File: config.mk
export PLATFORM = sky130hd
export DESIGN_NAME = ps2_port
export DESIGN_NICKNAME = d
export VERILOG_FILES = /design/src/ps2_pkg.sv /design/src/ps2_if.sv /design/src/ps2_bus_regs.sv /design/src/ps2_cmd_tx.sv /design/src/ps2_port.sv /design/src/ps2_rx.sv /design/src/ps2_rx_fifo.sv
export SDC_FILE = /design/constraint.sdc
export NUM_CORES = 1
export LEC_CHECK = 0
export BUFFER_PORTS_ARGS = -buffer_cell sky130_fd_sc_hd__buf_2
export CORE_AREA = 2 2 167 169
export CTS_BUF_LIST = sky130_fd_sc_hd__clkbuf_4
export CTS_CLUSTER_DIAMETER = 100
export DETAILED_ROUTE_END_ITERATION = 8
export DIE_AREA = 0 0 169 171
export GPL_ROUTABILITY_DRIVEN = 0
export HOLD_SLACK_MARGIN = 0.03
export PLACE_DENSITY = 0.64
export SLEW_MARGIN = 10
export SYNTH_ARGS = -nofsm -noshare
export SYNTH_HDL_FRONTEND = slang
export SYNTH_HIERARCHICAL = 1
export SYNTH_SLANG_ARGS = --single-unit
File: constraint.sdc
create_clock -name clk -period 5.29 [get_ports clk]
set_input_delay 0.529 -clock clk [delete_from_list [all_inputs] [get_ports clk]]
set_output_delay 0.529 -clock clk [all_outputs]
set_load 0.01 [all_outputs]
File: src/ps2_pkg.sv
// PS/2 host port
// Shared types and register fields
package ps2_pkg;

	// Word select from the single address bit
	typedef enum logic [0:0]
	{
		REG_DATA = 1'b0,
		REG_CTRL = 1'b1
	} reg_sel_t;

	// Command engine states
	typedef enum logic [2:0]
	{
		TX_IDLE    = 3'd0,
		TX_INHIBIT = 3'd1,
		TX_START   = 3'd2,
		TX_BITS    = 3'd3,
		TX_ACKBIT  = 3'd4,
		TX_DONE    = 3'd5
	} tx_state_t;

	// Control register fields
	// Receive interrupt enable
	localparam int CTRL_RE_BIT = 0;
	// Receive interrupt pending
	localparam int CTRL_RI_BIT = 8;
	// Sticky command error
	localparam int CTRL_CE_BIT = 10;

	// Data register fields
	// Head byte valid
	localparam int DATA_VALID_BIT = 15;
	// Queue occupancy, upper half word
	localparam int DATA_COUNT_LSB = 16;

endpackage

File: src/ps2_if.sv
// PS/2 host port
// Command handshake and receive queue interfaces

// Four-phase req/ack link to the command engine
interface ps2_cmd_if;
	logic       req;
	logic [7:0] cmd;
	logic       ack;
	logic       err;

	// Register block side
	modport host (output req, output cmd, input ack, input err);
	// Transmitter side
	modport engine (input req, input cmd, output ack, output err);
endinterface

// Showahead read port of the receive queue
interface ps2_rdq_if #(
	parameter int CNT_W = 5
);
	logic             pop;
	logic [7:0]       data;
	logic             empty;
	logic             full;
	logic [CNT_W-1:0] count;

	// Bus register side
	modport reader (output pop, input data, input empty, input full, input count);
	// Queue side
	modport queue (input pop, output data, output empty, output full, output count);
endinterface

File: src/ps2_bus_regs.sv
// PS/2 port bus registers
module ps2_bus_regs (
	input  logic        clk,
	input  logic        reset,
	input  logic        cs_i,
	input  logic        we_i,
	input  logic        addr_i,
	input  logic [3:0]  be_i,
	input  logic [31:0] wdata_i,
	output logic [31:0] rdata_o,
	output logic        ready_o,
	output logic        irq_o,
	ps2_rdq_if.reader   q,
	ps2_cmd_if.host     cmd
);

	ps2_pkg::reg_sel_t sel;
	logic        data_rd;
	logic        cmd_wr;
	logic        re_wr;
	logic        ce_clr;
	logic        cmd_done;
	logic        req_q;
	logic [7:0]  cmd_q;
	logic        re_q;
	logic        ri_q;
	logic        ce_q;
	logic [31:0] data_word;
	logic [31:0] ctrl_word;

	assign sel = ps2_pkg::reg_sel_t'(addr_i);

	// Access decode
	assign data_rd = cs_i & ~we_i & (sel == ps2_pkg::REG_DATA) & be_i[0];
	assign cmd_wr  = cs_i & we_i & (sel == ps2_pkg::REG_DATA) & be_i[0];
	assign re_wr   = cs_i & we_i & (sel == ps2_pkg::REG_CTRL) & be_i[0];
	assign ce_clr  = cs_i & we_i & (sel == ps2_pkg::REG_CTRL) & be_i[1];

	// Pop on data read, the head is returned before it moves
	assign q.pop = data_rd;

	// Only our own ack ends a command access
	assign cmd_done = req_q & cmd.ack;
	// Stall a command write until the engine answers
	assign ready_o  = ~(cmd_wr & ~cmd_done);

	assign cmd.req = req_q;
	assign cmd.cmd = cmd_q;
	assign irq_o   = ri_q;

	always_comb
	begin
		data_word = '0;
		data_word[ps2_pkg::DATA_COUNT_LSB +: 16] = 16'(q.count);
		data_word[ps2_pkg::DATA_VALID_BIT]       = ~q.empty;
		data_word[7:0]                           = q.data;
		ctrl_word = '0;
		ctrl_word[ps2_pkg::CTRL_RE_BIT] = re_q;
		ctrl_word[ps2_pkg::CTRL_RI_BIT] = ri_q;
		ctrl_word[ps2_pkg::CTRL_CE_BIT] = ce_q;
	end

	always_ff @(posedge clk)
	begin
		if (reset)
		begin
			req_q   <= 1'b0;
			re_q    <= 1'b0;
			ri_q    <= 1'b0;
			ce_q    <= 1'b0;
			rdata_o <= '0;
		end
		else
		begin
			// Read data captured on every access
			if (cs_i)
				rdata_o <= (sel == ps2_pkg::REG_DATA) ? data_word : ctrl_word;
			// Raise req once the previous ack has cleared
			if (cmd_wr && !req_q && !cmd.ack)
				req_q <= 1'b1;
			else if (cmd_done)
				req_q <= 1'b0;
			// Error set beats software clear
			if (cmd_done && cmd.err)
				ce_q <= 1'b1;
			else if (ce_clr)
				ce_q <= 1'b0;
			if (re_wr)
				re_q <= wdata_i[0];
			ri_q <= re_q & ~q.empty;
		end
	end

	// Command byte held for the whole transfer
	always_ff @(posedge clk)
	begin
		if (cmd_wr && !req_q && !cmd.ack)
			cmd_q <= wdata_i[7:0];
	end

endmodule

File: src/ps2_cmd_tx.sv
// PS/2 host-to-device command engine
module ps2_cmd_tx #(
	parameter int INHIBIT_CYCLES = 10100,
	parameter int START_TIMEOUT  = 1500000,
	parameter int XFER_TIMEOUT   = 200000
) (
	input  logic   clk,
	input  logic   reset,
	ps2_cmd_if.engine cmd,
	input  logic   dev_clk_fall_i,
	input  logic   dev_dat_i,
	output logic   ps2_clk_oe_o,
	output logic   ps2_dat_oe_o,
	output logic   tx_busy_o
);

	// Shared counter sized for the longest interval
	localparam int MAX_T = (START_TIMEOUT > XFER_TIMEOUT) ?
		((START_TIMEOUT > INHIBIT_CYCLES) ? START_TIMEOUT : INHIBIT_CYCLES) :
		((XFER_TIMEOUT > INHIBIT_CYCLES) ? XFER_TIMEOUT : INHIBIT_CYCLES);
	localparam int CW = $clog2(MAX_T + 1);

	ps2_pkg::tx_state_t state;
	logic [CW-1:0]      cnt;
	logic [3:0]         bit_cnt;
	logic [9:0]         frame_q;
	logic               ack_q;
	logic               err_q;
	logic               start_cmd;
	logic               xfer_to;

	assign cmd.ack   = ack_q;
	assign cmd.err   = err_q;
	assign tx_busy_o = (state != ps2_pkg::TX_IDLE);

	// New request only once the previous ack has dropped
	assign start_cmd = (state == ps2_pkg::TX_IDLE) & cmd.req & ~ack_q;
	assign xfer_to   = (cnt == CW'(XFER_TIMEOUT - 1));

	always_ff @(posedge clk)
	begin
		if (reset)
		begin
			state        <= ps2_pkg::TX_IDLE;
			cnt          <= '0;
			bit_cnt      <= '0;
			ack_q        <= 1'b0;
			err_q        <= 1'b0;
			ps2_clk_oe_o <= 1'b0;
			ps2_dat_oe_o <= 1'b0;
		end
		else
		begin
			cnt <= cnt + 1'b1;
			case (state)
			ps2_pkg::TX_IDLE:
			begin
				cnt <= '0;
				if (start_cmd)
				begin
					// Pull clock low to claim the bus
					err_q        <= 1'b0;
					ps2_clk_oe_o <= 1'b1;
					state        <= ps2_pkg::TX_INHIBIT;
				end
			end
			ps2_pkg::TX_INHIBIT:
				if (cnt == CW'(INHIBIT_CYCLES - 1))
				begin
					// Start bit low, clock released together
					cnt          <= '0;
					ps2_clk_oe_o <= 1'b0;
					ps2_dat_oe_o <= 1'b1;
					state        <= ps2_pkg::TX_START;
				end
			ps2_pkg::TX_START:
				if (dev_clk_fall_i)
				begin
					// First device clock, frame timer starts here
					cnt          <= '0;
					bit_cnt      <= 4'd1;
					ps2_dat_oe_o <= ~frame_q[0];
					state        <= ps2_pkg::TX_BITS;
				end
				else if (cnt == CW'(START_TIMEOUT - 1))
				begin
					err_q        <= 1'b1;
					ps2_dat_oe_o <= 1'b0;
					state        <= ps2_pkg::TX_DONE;
				end
			ps2_pkg::TX_BITS:
				if (xfer_to)
				begin
					err_q        <= 1'b1;
					ps2_dat_oe_o <= 1'b0;
					state        <= ps2_pkg::TX_DONE;
				end
				else if (dev_clk_fall_i)
				begin
					// Data, parity, then stop released high
					ps2_dat_oe_o <= ~frame_q[0];
					bit_cnt      <= bit_cnt + 4'd1;
					if (bit_cnt == 4'd9)
						state <= ps2_pkg::TX_ACKBIT;
				end
			ps2_pkg::TX_ACKBIT:
				if (xfer_to)
				begin
					err_q <= 1'b1;
					state <= ps2_pkg::TX_DONE;
				end
				else if (dev_clk_fall_i)
				begin
					// Device acknowledge must hold data low
					err_q <= dev_dat_i;
					state <= ps2_pkg::TX_DONE;
				end
			ps2_pkg::TX_DONE:
				// err settled, raise ack, then wait for req to drop
				if (!ack_q)
					ack_q <= 1'b1;
				else if (!cmd.req)
				begin
					ack_q <= 1'b0;
					state <= ps2_pkg::TX_IDLE;
				end
			default:
				state <= ps2_pkg::TX_IDLE;
			endcase
		end
	end

	// Stop, odd parity and data loaded at request time
	always_ff @(posedge clk)
	begin
		if (start_cmd)
			frame_q <= {1'b1, ~^cmd.cmd, cmd.cmd};
		else if (dev_clk_fall_i && (state == ps2_pkg::TX_START || state == ps2_pkg::TX_BITS))
			frame_q <= {1'b1, frame_q[9:1]};
	end

endmodule

File: src/ps2_port.sv
// PS/2 host port top level
module ps2_port #(
	parameter int CLK_FREQ   = 100_000_000,
	parameter int FIFO_DEPTH = 16
) (
	input  logic        clk,
	input  logic        reset,
	input  logic        cs_i,
	input  logic        we_i,
	input  logic        addr_i,
	input  logic [3:0]  be_i,
	input  logic [31:0] wdata_i,
	output logic [31:0] rdata_o,
	output logic        ready_o,
	output logic        irq_o,
	input  logic        ps2_clk_i,
	input  logic        ps2_dat_i,
	output logic        ps2_clk_oe_o,
	output logic        ps2_dat_oe_o
);

	// Protocol times in clock cycles
	// 101 us clock inhibit
	localparam int INHIBIT_CYCLES = CLK_FREQ / 1000 * 101 / 1000;
	// 15 ms to the first device clock
	localparam int START_TIMEOUT  = CLK_FREQ / 200 * 3;
	// 2 ms for the whole frame
	localparam int XFER_TIMEOUT   = CLK_FREQ / 500;

	logic       dev_clk_fall;
	logic       dev_dat;
	logic       rx_push;
	logic [7:0] rx_byte;
	logic       tx_busy;

	ps2_cmd_if i_cmd_if ();
	ps2_rdq_if #(.CNT_W($clog2(FIFO_DEPTH) + 1)) i_rdq_if ();

	ps2_rx i_ps2_rx (
		.clk            (clk),
		.reset          (reset),
		.ps2_clk_i      (ps2_clk_i),
		.ps2_dat_i      (ps2_dat_i),
		.tx_busy_i      (tx_busy),
		.dev_clk_fall_o (dev_clk_fall),
		.dev_dat_o      (dev_dat),
		.push_o         (rx_push),
		.byte_o         (rx_byte)
	);

	ps2_rx_fifo #(.DEPTH(FIFO_DEPTH)) i_ps2_rx_fifo (
		.clk    (clk),
		.reset  (reset),
		.push_i (rx_push),
		.din_i  (rx_byte),
		.q      (i_rdq_if.queue)
	);

	ps2_cmd_tx #(
		.INHIBIT_CYCLES (INHIBIT_CYCLES),
		.START_TIMEOUT  (START_TIMEOUT),
		.XFER_TIMEOUT   (XFER_TIMEOUT)
	) i_ps2_cmd_tx (
		.clk            (clk),
		.reset          (reset),
		.cmd            (i_cmd_if.engine),
		.dev_clk_fall_i (dev_clk_fall),
		.dev_dat_i      (dev_dat),
		.ps2_clk_oe_o   (ps2_clk_oe_o),
		.ps2_dat_oe_o   (ps2_dat_oe_o),
		.tx_busy_o      (tx_busy)
	);

	ps2_bus_regs i_ps2_bus_regs (
		.clk     (clk),
		.reset   (reset),
		.cs_i    (cs_i),
		.we_i    (we_i),
		.addr_i  (addr_i),
		.be_i    (be_i),
		.wdata_i (wdata_i),
		.rdata_o (rdata_o),
		.ready_o (ready_o),
		.irq_o   (irq_o),
		.q       (i_rdq_if.reader),
		.cmd     (i_cmd_if.host)
	);

endmodule

File: src/ps2_rx.sv
// PS/2 receive deframer
module ps2_rx (
	input  logic       clk,
	input  logic       reset,
	input  logic       ps2_clk_i,
	input  logic       ps2_dat_i,
	input  logic       tx_busy_i,
	output logic       dev_clk_fall_o,
	output logic       dev_dat_o,
	output logic       push_o,
	output logic [7:0] byte_o
);

	// Quiet-line timer width, about 650 us at 100 MHz
	localparam int QUIET_W = 16;

	logic [1:0]         clk_sync;
	logic [1:0]         dat_sync;
	logic               clk_last;
	logic [3:0]         bit_cnt;
	logic [QUIET_W-1:0] quiet_cnt;
	logic [10:0]        shift_q;
	logic [10:0]        frame_next;
	logic               frame_ok;

	// Falling edge seen after the synchronizer
	assign dev_clk_fall_o = clk_last & ~clk_sync[1];
	assign dev_dat_o      = dat_sync[1];

	// Bits arrive LSB first, so shift in at the top
	assign frame_next = {dev_dat_o, shift_q[10:1]};

	// Start low, odd parity over data and parity, stop high
	assign frame_ok = ~frame_next[0] & (^frame_next[9:1]) & frame_next[10];

	always_ff @(posedge clk)
	begin
		if (reset)
		begin
			// Idle lines float high
			clk_sync  <= 2'b11;
			dat_sync  <= 2'b11;
			clk_last  <= 1'b1;
			bit_cnt   <= '0;
			quiet_cnt <= '0;
			push_o    <= 1'b0;
		end
		else
		begin
			clk_sync <= {clk_sync[0], ps2_clk_i};
			dat_sync <= {dat_sync[0], ps2_dat_i};
			clk_last <= clk_sync[1];
			push_o   <= 1'b0;
			if (tx_busy_i)
			begin
				// Transmitter owns the lines, abandon any partial frame
				bit_cnt   <= '0;
				quiet_cnt <= '0;
			end
			else if (dev_clk_fall_o)
			begin
				quiet_cnt <= '0;
				if (bit_cnt == 4'd10)
				begin
					bit_cnt <= '0;
					push_o  <= frame_ok;
				end
				else
					bit_cnt <= bit_cnt + 4'd1;
			end
			else if (bit_cnt != 4'd0)
			begin
				// Lost edge, resync on the next start bit
				if (&quiet_cnt)
					bit_cnt <= '0;
				quiet_cnt <= quiet_cnt + 1'b1;
			end
		end
	end

	// Frame shifter and byte holding register
	always_ff @(posedge clk)
	begin
		if (dev_clk_fall_o)
			shift_q <= frame_next;
		if (dev_clk_fall_o && bit_cnt == 4'd10)
			byte_o <= frame_next[8:1];
	end

endmodule

File: src/ps2_rx_fifo.sv
// PS/2 receive queue
module ps2_rx_fifo #(
	parameter int DEPTH = 16
) (
	input  logic      clk,
	input  logic      reset,
	input  logic      push_i,
	input  logic [7:0] din_i,
	ps2_rdq_if.queue  q
);

	localparam int AW = $clog2(DEPTH);

	logic [7:0]  mem [DEPTH];
	logic [AW-1:0] wr_ptr;
	logic [AW-1:0] rd_ptr;
	logic [AW:0]   count;
	logic          do_push;
	logic          do_pop;

	// Overflow drops the byte, underflow is a no-op
	assign do_push = push_i & ~q.full;
	assign do_pop  = q.pop & ~q.empty;

	assign q.empty = (count == '0);
	assign q.full  = (count == (AW + 1)'(DEPTH));
	assign q.count = count;
	// Showahead head
	assign q.data  = mem[rd_ptr];

	always_ff @(posedge clk)
	begin
		if (reset)
		begin
			wr_ptr <= '0;
			rd_ptr <= '0;
			count  <= '0;
		end
		else
		begin
			// Pointers wrap on the power-of-two depth
			if (do_push)
				wr_ptr <= wr_ptr + 1'b1;
			if (do_pop)
				rd_ptr <= rd_ptr + 1'b1;
			if (do_push && !do_pop)
				count <= count + 1'b1;
			else if (do_pop && !do_push)
				count <= count - 1'b1;
		end
	end

	// Storage
	always_ff @(posedge clk)
	begin
		if (do_push)
			mem[wr_ptr] <= din_i;
	end

endmodule

=== Word level (Yosys, flattened, before mapping) ===
Memories as Yosys holds them, arrays and structs flattened. A register that Yosys moved wholly into a read port is not among the register bits.
Index checks and enable logic that the tools add are counted.

* Bits in registers: 143
* RAM bits: 128
* Input port bits: 43
* Output and inout port bits: 36
* Memories: 1

{| class="wikitable"
|+ Memories
! memory !! words !! bits a word !! rd ports !! clocked after Yosys merged registers in !! write ports !! RTL line !! text
|-
| i_ps2_rx_fifo.mem || 16 || 8 || 1 || 1 || 1 || ps2_rx_fifo.sv:14 || <nowiki>logic [7:0] mem [DEPTH];</nowiki>
|}

* Add/sub/neg operators: 8
* Equality and inequality tests: 25
* Muxes and demuxes: 54
* Bitwise gates (word level): 31
* Reduce and logical (&&, ||, !) cells: 38

{| class="wikitable"
|+ Operator list
! kind !! count
|-
| $mux W21 || 3
|-
| $pmux W21 S3 || 1
|-
| $mux W4 || 9
|-
| $mux W3 || 11
|-
| $add A21 B1 Y21 const B || 1
|-
| $eq A21 B14 Y1 const B || 1
|-
| $eq A21 B18 Y1 const B || 1
|-
| $eq A21 B21 Y1 const B || 1
|-
| $mux W1 || 21
|-
| $and A1 B1 Y1 || 19
|-
| $mux W9 || 2
|-
| $pmux W3 S6 || 1
|-
| $add A16 B1 Y16 const B || 1
|-
| $add A4 B1 Y4 const B || 4
|-
| $reduce_and A16 Y1 || 1
|-
| $reduce_bool A2 Y1 || 8
|-
| $ne A2 B1 Y1 const B || 7
|-
| $ne A3 B1 Y1 const B || 4
|-
| $not A1 Y1 || 12
|-
| $mux W5 || 2
|-
| $reduce_xor A9 Y1 || 1
|-
| $eq A4 B4 Y1 const B || 2
|-
| $pmux W4 S2 || 1
|-
| $reduce_and A4 Y1 || 2
|-
| other kinds (25) || 40
|}

=== Longest topological paths before layout ===
* Depth in word-level cells: 8
* Mapped depth: 11

=== Hierarchy ===
Netlist, hierarchy kept.

{| class="wikitable"
|+ Modules (own cells, without submodules)
! module !! times used !! cells an instance !! area an instance (um^2)
|-
| ps2_rx_fifo || 1 || 312 || 5781.8
|-
| ps2_cmd_tx || 1 || 237 || 2185.8
|-
| ps2_rx || 1 || 153 || 1767.9
|-
| ps2_bus_regs || 1 || 116 || 1227.4
|}

=== Least setup slack after synthesis ===
Ideal clock, no wire load.

* Path type: register to register
* Start point: register i_ps2_rx_fifo.count[0], in the netlist i_ps2_rx_fifo/q.count[0]
* End point: register i_ps2_rx_fifo.count[4], in the netlist i_ps2_rx_fifo/q.count[4]
* Data arrival time: 2.685 ns
* Data required time: 5.169 ns
* Path slack: 2.484 ns
* Stages on the path, launching flop included: 12
* Period minus slack after synthesis: 2.806 ns
* Cells stage by stage: dfxtp_1 > or4_1 > buf_6 > o21ai_4 > inv_4 > ha_1 > inv_1 > ha_1 > a21oi_1 > a211oi_1 > a31oi_1 > mux2_2

* Word-level cells in the longest chain between the ends: 6

{| class="wikitable"
|+ Ends and longest elaborated chain
! element !! RTL line !! text
|-
| start: declaration || ps2_rx_fifo.sv:17 || <nowiki>logic [AW:0] count;</nowiki>
|-
| start signal: assignment || ps2_rx_fifo.sv:47 || <nowiki>count <= count + 1'b1;</nowiki>
|-
| start signal: assignment || ps2_rx_fifo.sv:49 || <nowiki>count <= count - 1'b1;</nowiki>
|-
| $eq A5 B5 Y1 (*) || ps2_rx_fifo.sv:26 || <nowiki>assign q.full = (count == (AW + 1)'(DEPTH));</nowiki>
|-
| $not A1 Y1 (*) || ps2_rx_fifo.sv:22 || <nowiki>assign do_push = push_i & ~q.full;</nowiki>
|-
| $and A1 B1 Y1 (*) || ps2_rx_fifo.sv:22 ||
|-
| net i_ps2_rx_fifo.do_push || ps2_rx_fifo.sv:18 || <nowiki>logic do_push;</nowiki>
|-
| $logic_not A1 Y1 || ps2_rx_fifo.sv:48 || <nowiki>else if (do_pop && !do_push)</nowiki>
|-
| $logic_and A1 B1 Y1 || ps2_rx_fifo.sv:48 ||
|-
| $reduce_bool A2 Y1 (no line) || n/a ||
|}

The timed path passes the listed nets; every way through them passes the cells marked *. The select of a mux whose other input is x is not followed.
A chain may end at the register's enable or synchronous reset.

=== Worst setup path after layout ===
Ends and elaborated chain as after synthesis.

==> flow_metrics.tcl <==
set metrics [dict create \
    nNetsFinal 959 \
    use_met2_pct 23.9 \
    clkPwrFrac_pct 42.7 \
    via_per_inst 5.05 \
    clock_sinks 258 \
    nFillCells 2500 \
    pwr_density_cell_mw_per_mm2 331 \
    drive_above_1_share_pct 24.0 \
    initial_core_util_pct 40.1 \
    worstSetupEndpointType "flop" \
    placement.io_buffers 36 \
    p_sw_share_pct 22.2 \
    fin_crit_sh_pct 59.2 \
    max_slew_margin_pct 20.4 \
    grt_pass1_wl_um 33500 \
    grtUsageMet1_pct 19.4 \
    finalWorstPathRequiredPeriod_ns 3.13 \
    drc 0 \
    power_switching_uw 907 \
    cts_root_buf "clkbuf_4" \
    wl_per_cell_um 16.1 \
    drtPass1Iterations 5 \
    postCtsSetupBuffers 0 \
    grt_pass1_vias 6452 \
    die_width_um 169 \
    ys_warn_count 6 \
    clk_pin_slew_ns 0.06 \
    mostFrequentLayoutCells "edfxtp_1 (163), clkbuf_4 (101), dfxtp_1 (93)" \
    totalPowerFinal_uw 4080 \
    vias 6539 \
    crit_type "flop to flop" \
    gr-usage-met3_pct 3.54 \
    cts_made_buffers 66 \
    area_delta_synth_final_pct 12.7 \
    finalSetupViolations 0 \
    clockBufferDepth 3 \
    tritoncts "done" \
    rsz0062_at_grt "no" \
    seq_area_mm2 0.00680 \
    crit_arrival_ns 3.67 \
    rows 61 \
    skew_ns 0.0378 \
    ir_drop_mv 0.164 \
    fin_tns_setup_ns 0 \
    combPwrFrac_pct 4.3 \
    syn_area_mm2 0.0110 \
    sequentialPowerShare_pct 53.0 \
    antenna_found_initial 1 \
    drtAntennaViolNets 0 \
    dp_hpwl_um 12900 \
    p_leak_uw 0.00420 \
    rr_endpoint "i_ps2_rx_fifo/q.count[4]" \
    hp-class "input port to flop" \
    multi_input_area_mm2 0.00381 \
    routed_wl_um 20900 \
    clk_latency_ns 0.65 \
    overflow 0 \
    hold_slack_ns 0.0830 \
    r2r_slack_ns 2.16 \
    dp_slack_ns 2.16 \
    die_h_um 171 \
    min-delay-start "wdata_i[6]" \
    ff2ff_path_depth 10 \
    max_freq_mhz 319 \
    hold_depth 1 \
    fin_ws_ns 2.16 \
    track_usage_pct 14.8 \
    tightest_slew_ns 1.19 \
    cp-start-kind "flop" \
    core_area_mm2 0.0273 \
    cts-resized-gates 0 \
    hold_end "i_ps2_bus_regs/cmd.cmd[6]" \
    grt_max_degree 59 \
    rr_startpoint "i_ps2_rx_fifo/q.count[0]" \
    drt_iter0_markers 361 \
    synth.avg_cell_area_um2 13.4 \
    path_max_fanout 8 \
    crit_required_ns 5.83 \
    final-hold-violation-count 0 \
    die_area_mm2 0.0289 \
    layout_commonest_cell "edfxtp_1" \
    num_io_pins 79 \
    grt-busiest-layer "met2" \
    cell_internal_pwr_uw 3180 \
    maxSlewViolCount 0 \
    maxCapViolCount 0 \
    postSynthCellCount 817 \
    htree_levels 3 \
    status "completed" \
]
## what timing repair did
action,in CTS,in global routing
setup endpoints to repair,0,0
hold buffers,8,0
endpoints found under the hold margin,8,0
## power groups by stage
stage / logic, µW / clock network (µW) / registers, µW
floorplan: 152 / 0 / 2200
global placement: 172 / 0 / 2210
detailed placement: 172 / 0 / 2210
CTS: 177 / 1810 / 2160
global route: 198 / 1910 / 2170
finish: 176 / 1740 / 2160
## area by class of cell
| cell class | count | share of cell area, % |
|---|---|---|
| Clock buffer | 101 | 6.14 |
| Timing Repair Buffer | 53 | 2.65 |
| Inverter | 25 | 0.780 |
| Sequential cell | 258 | 55.1 |
| Multi-Input combinational cell | 495 | 30.9 |
| Antenna cell | 1 | 0.0203 |
| Clock inverter | 17 | 0.952 |
| Tap cell | 346 | 3.51 |
## critical path, stage by stage (launching register included)
cell and delay, ns:
dfxtp_1 0.38, or4_1 0.73, o21ai_4 0.34, inv_4 0.09, ha_1 0.22, inv_1 0.15
ha_1 0.29, a21oi_1 0.19, a211oi_1 0.10, a31oi_1 0.18, mux2_2 0.35
## flip-flops by register name (all words and copies together), names as in the netlist, 2 cells and up, named ones only
name and count:
i_ps2_cmd_tx/state 3, i_ps2_rx/dat_sync 2, i_ps2_rx_fifo/mem 128, i_ps2_bus_regs/cmd.cmd 8
i_ps2_cmd_tx/bit_cnt 4, i_ps2_rx/bit_cnt 4, i_ps2_cmd_tx/cnt 21, i_ps2_rx_fifo/rd_ptr 4
i_ps2_cmd_tx/frame_q 9, i_ps2_rx/byte_o 8, i_ps2_rx_fifo/wr_ptr 4, i_ps2_bus_regs/rdata_o 16
i_ps2_rx/shift_q 10, i_ps2_rx_fifo/q.count 5, i_ps2_rx/quiet_cnt 16, i_ps2_rx/clk_sync 2
## worst max-delay path by stage
| stage | from | endpoint | slack, ns | cells past startpoint |
|---|---|---|---|---|
| CTS | i_ps2_rx_fifo/q.count[0] | i_ps2_rx_fifo/q.count[4] | 2.16 | 10 |
| floorplan | i_ps2_rx_fifo/q.count[0] | i_ps2_rx_fifo/q.count[4] | 2.49 | 11 |
| global placement | i_ps2_rx_fifo/q.count[0] | i_ps2_rx_fifo/q.count[4] | 2.22 | 10 |
| global route | i_ps2_rx_fifo/q.count[0] | i_ps2_rx_fifo/q.count[4] | 1.98 | 10 |
| detailed placement | i_ps2_rx_fifo/q.count[0] | i_ps2_rx_fifo/q.count[4] | 2.16 | 10 |
| finish | i_ps2_rx_fifo/q.count[0] | i_ps2_rx_fifo/q.count[4] | 2.16 | 10 |
## per-stage QoR
step / cells / util, % / cell area [µm²]
6_report: 1296 / 45.2 / 12300
3_3_place_gp: 1169 / 41.7 / 11400
2_1_floorplan: 832 / - / 11000
4_1_cts: 1295 / 45.2 / 12300
3_5_place_dp: 1169 / 41.7 / 11400
5_1_grt: 1296 / 45.2 / 12300
## routing by layer
metal,part of all wire (%),vias up
li1,-,3204
met1,45,3157
met2,48,145
met3,4.9,33
met4,1.7,0
met5,0,-
(Power assumes the default switching activity.)
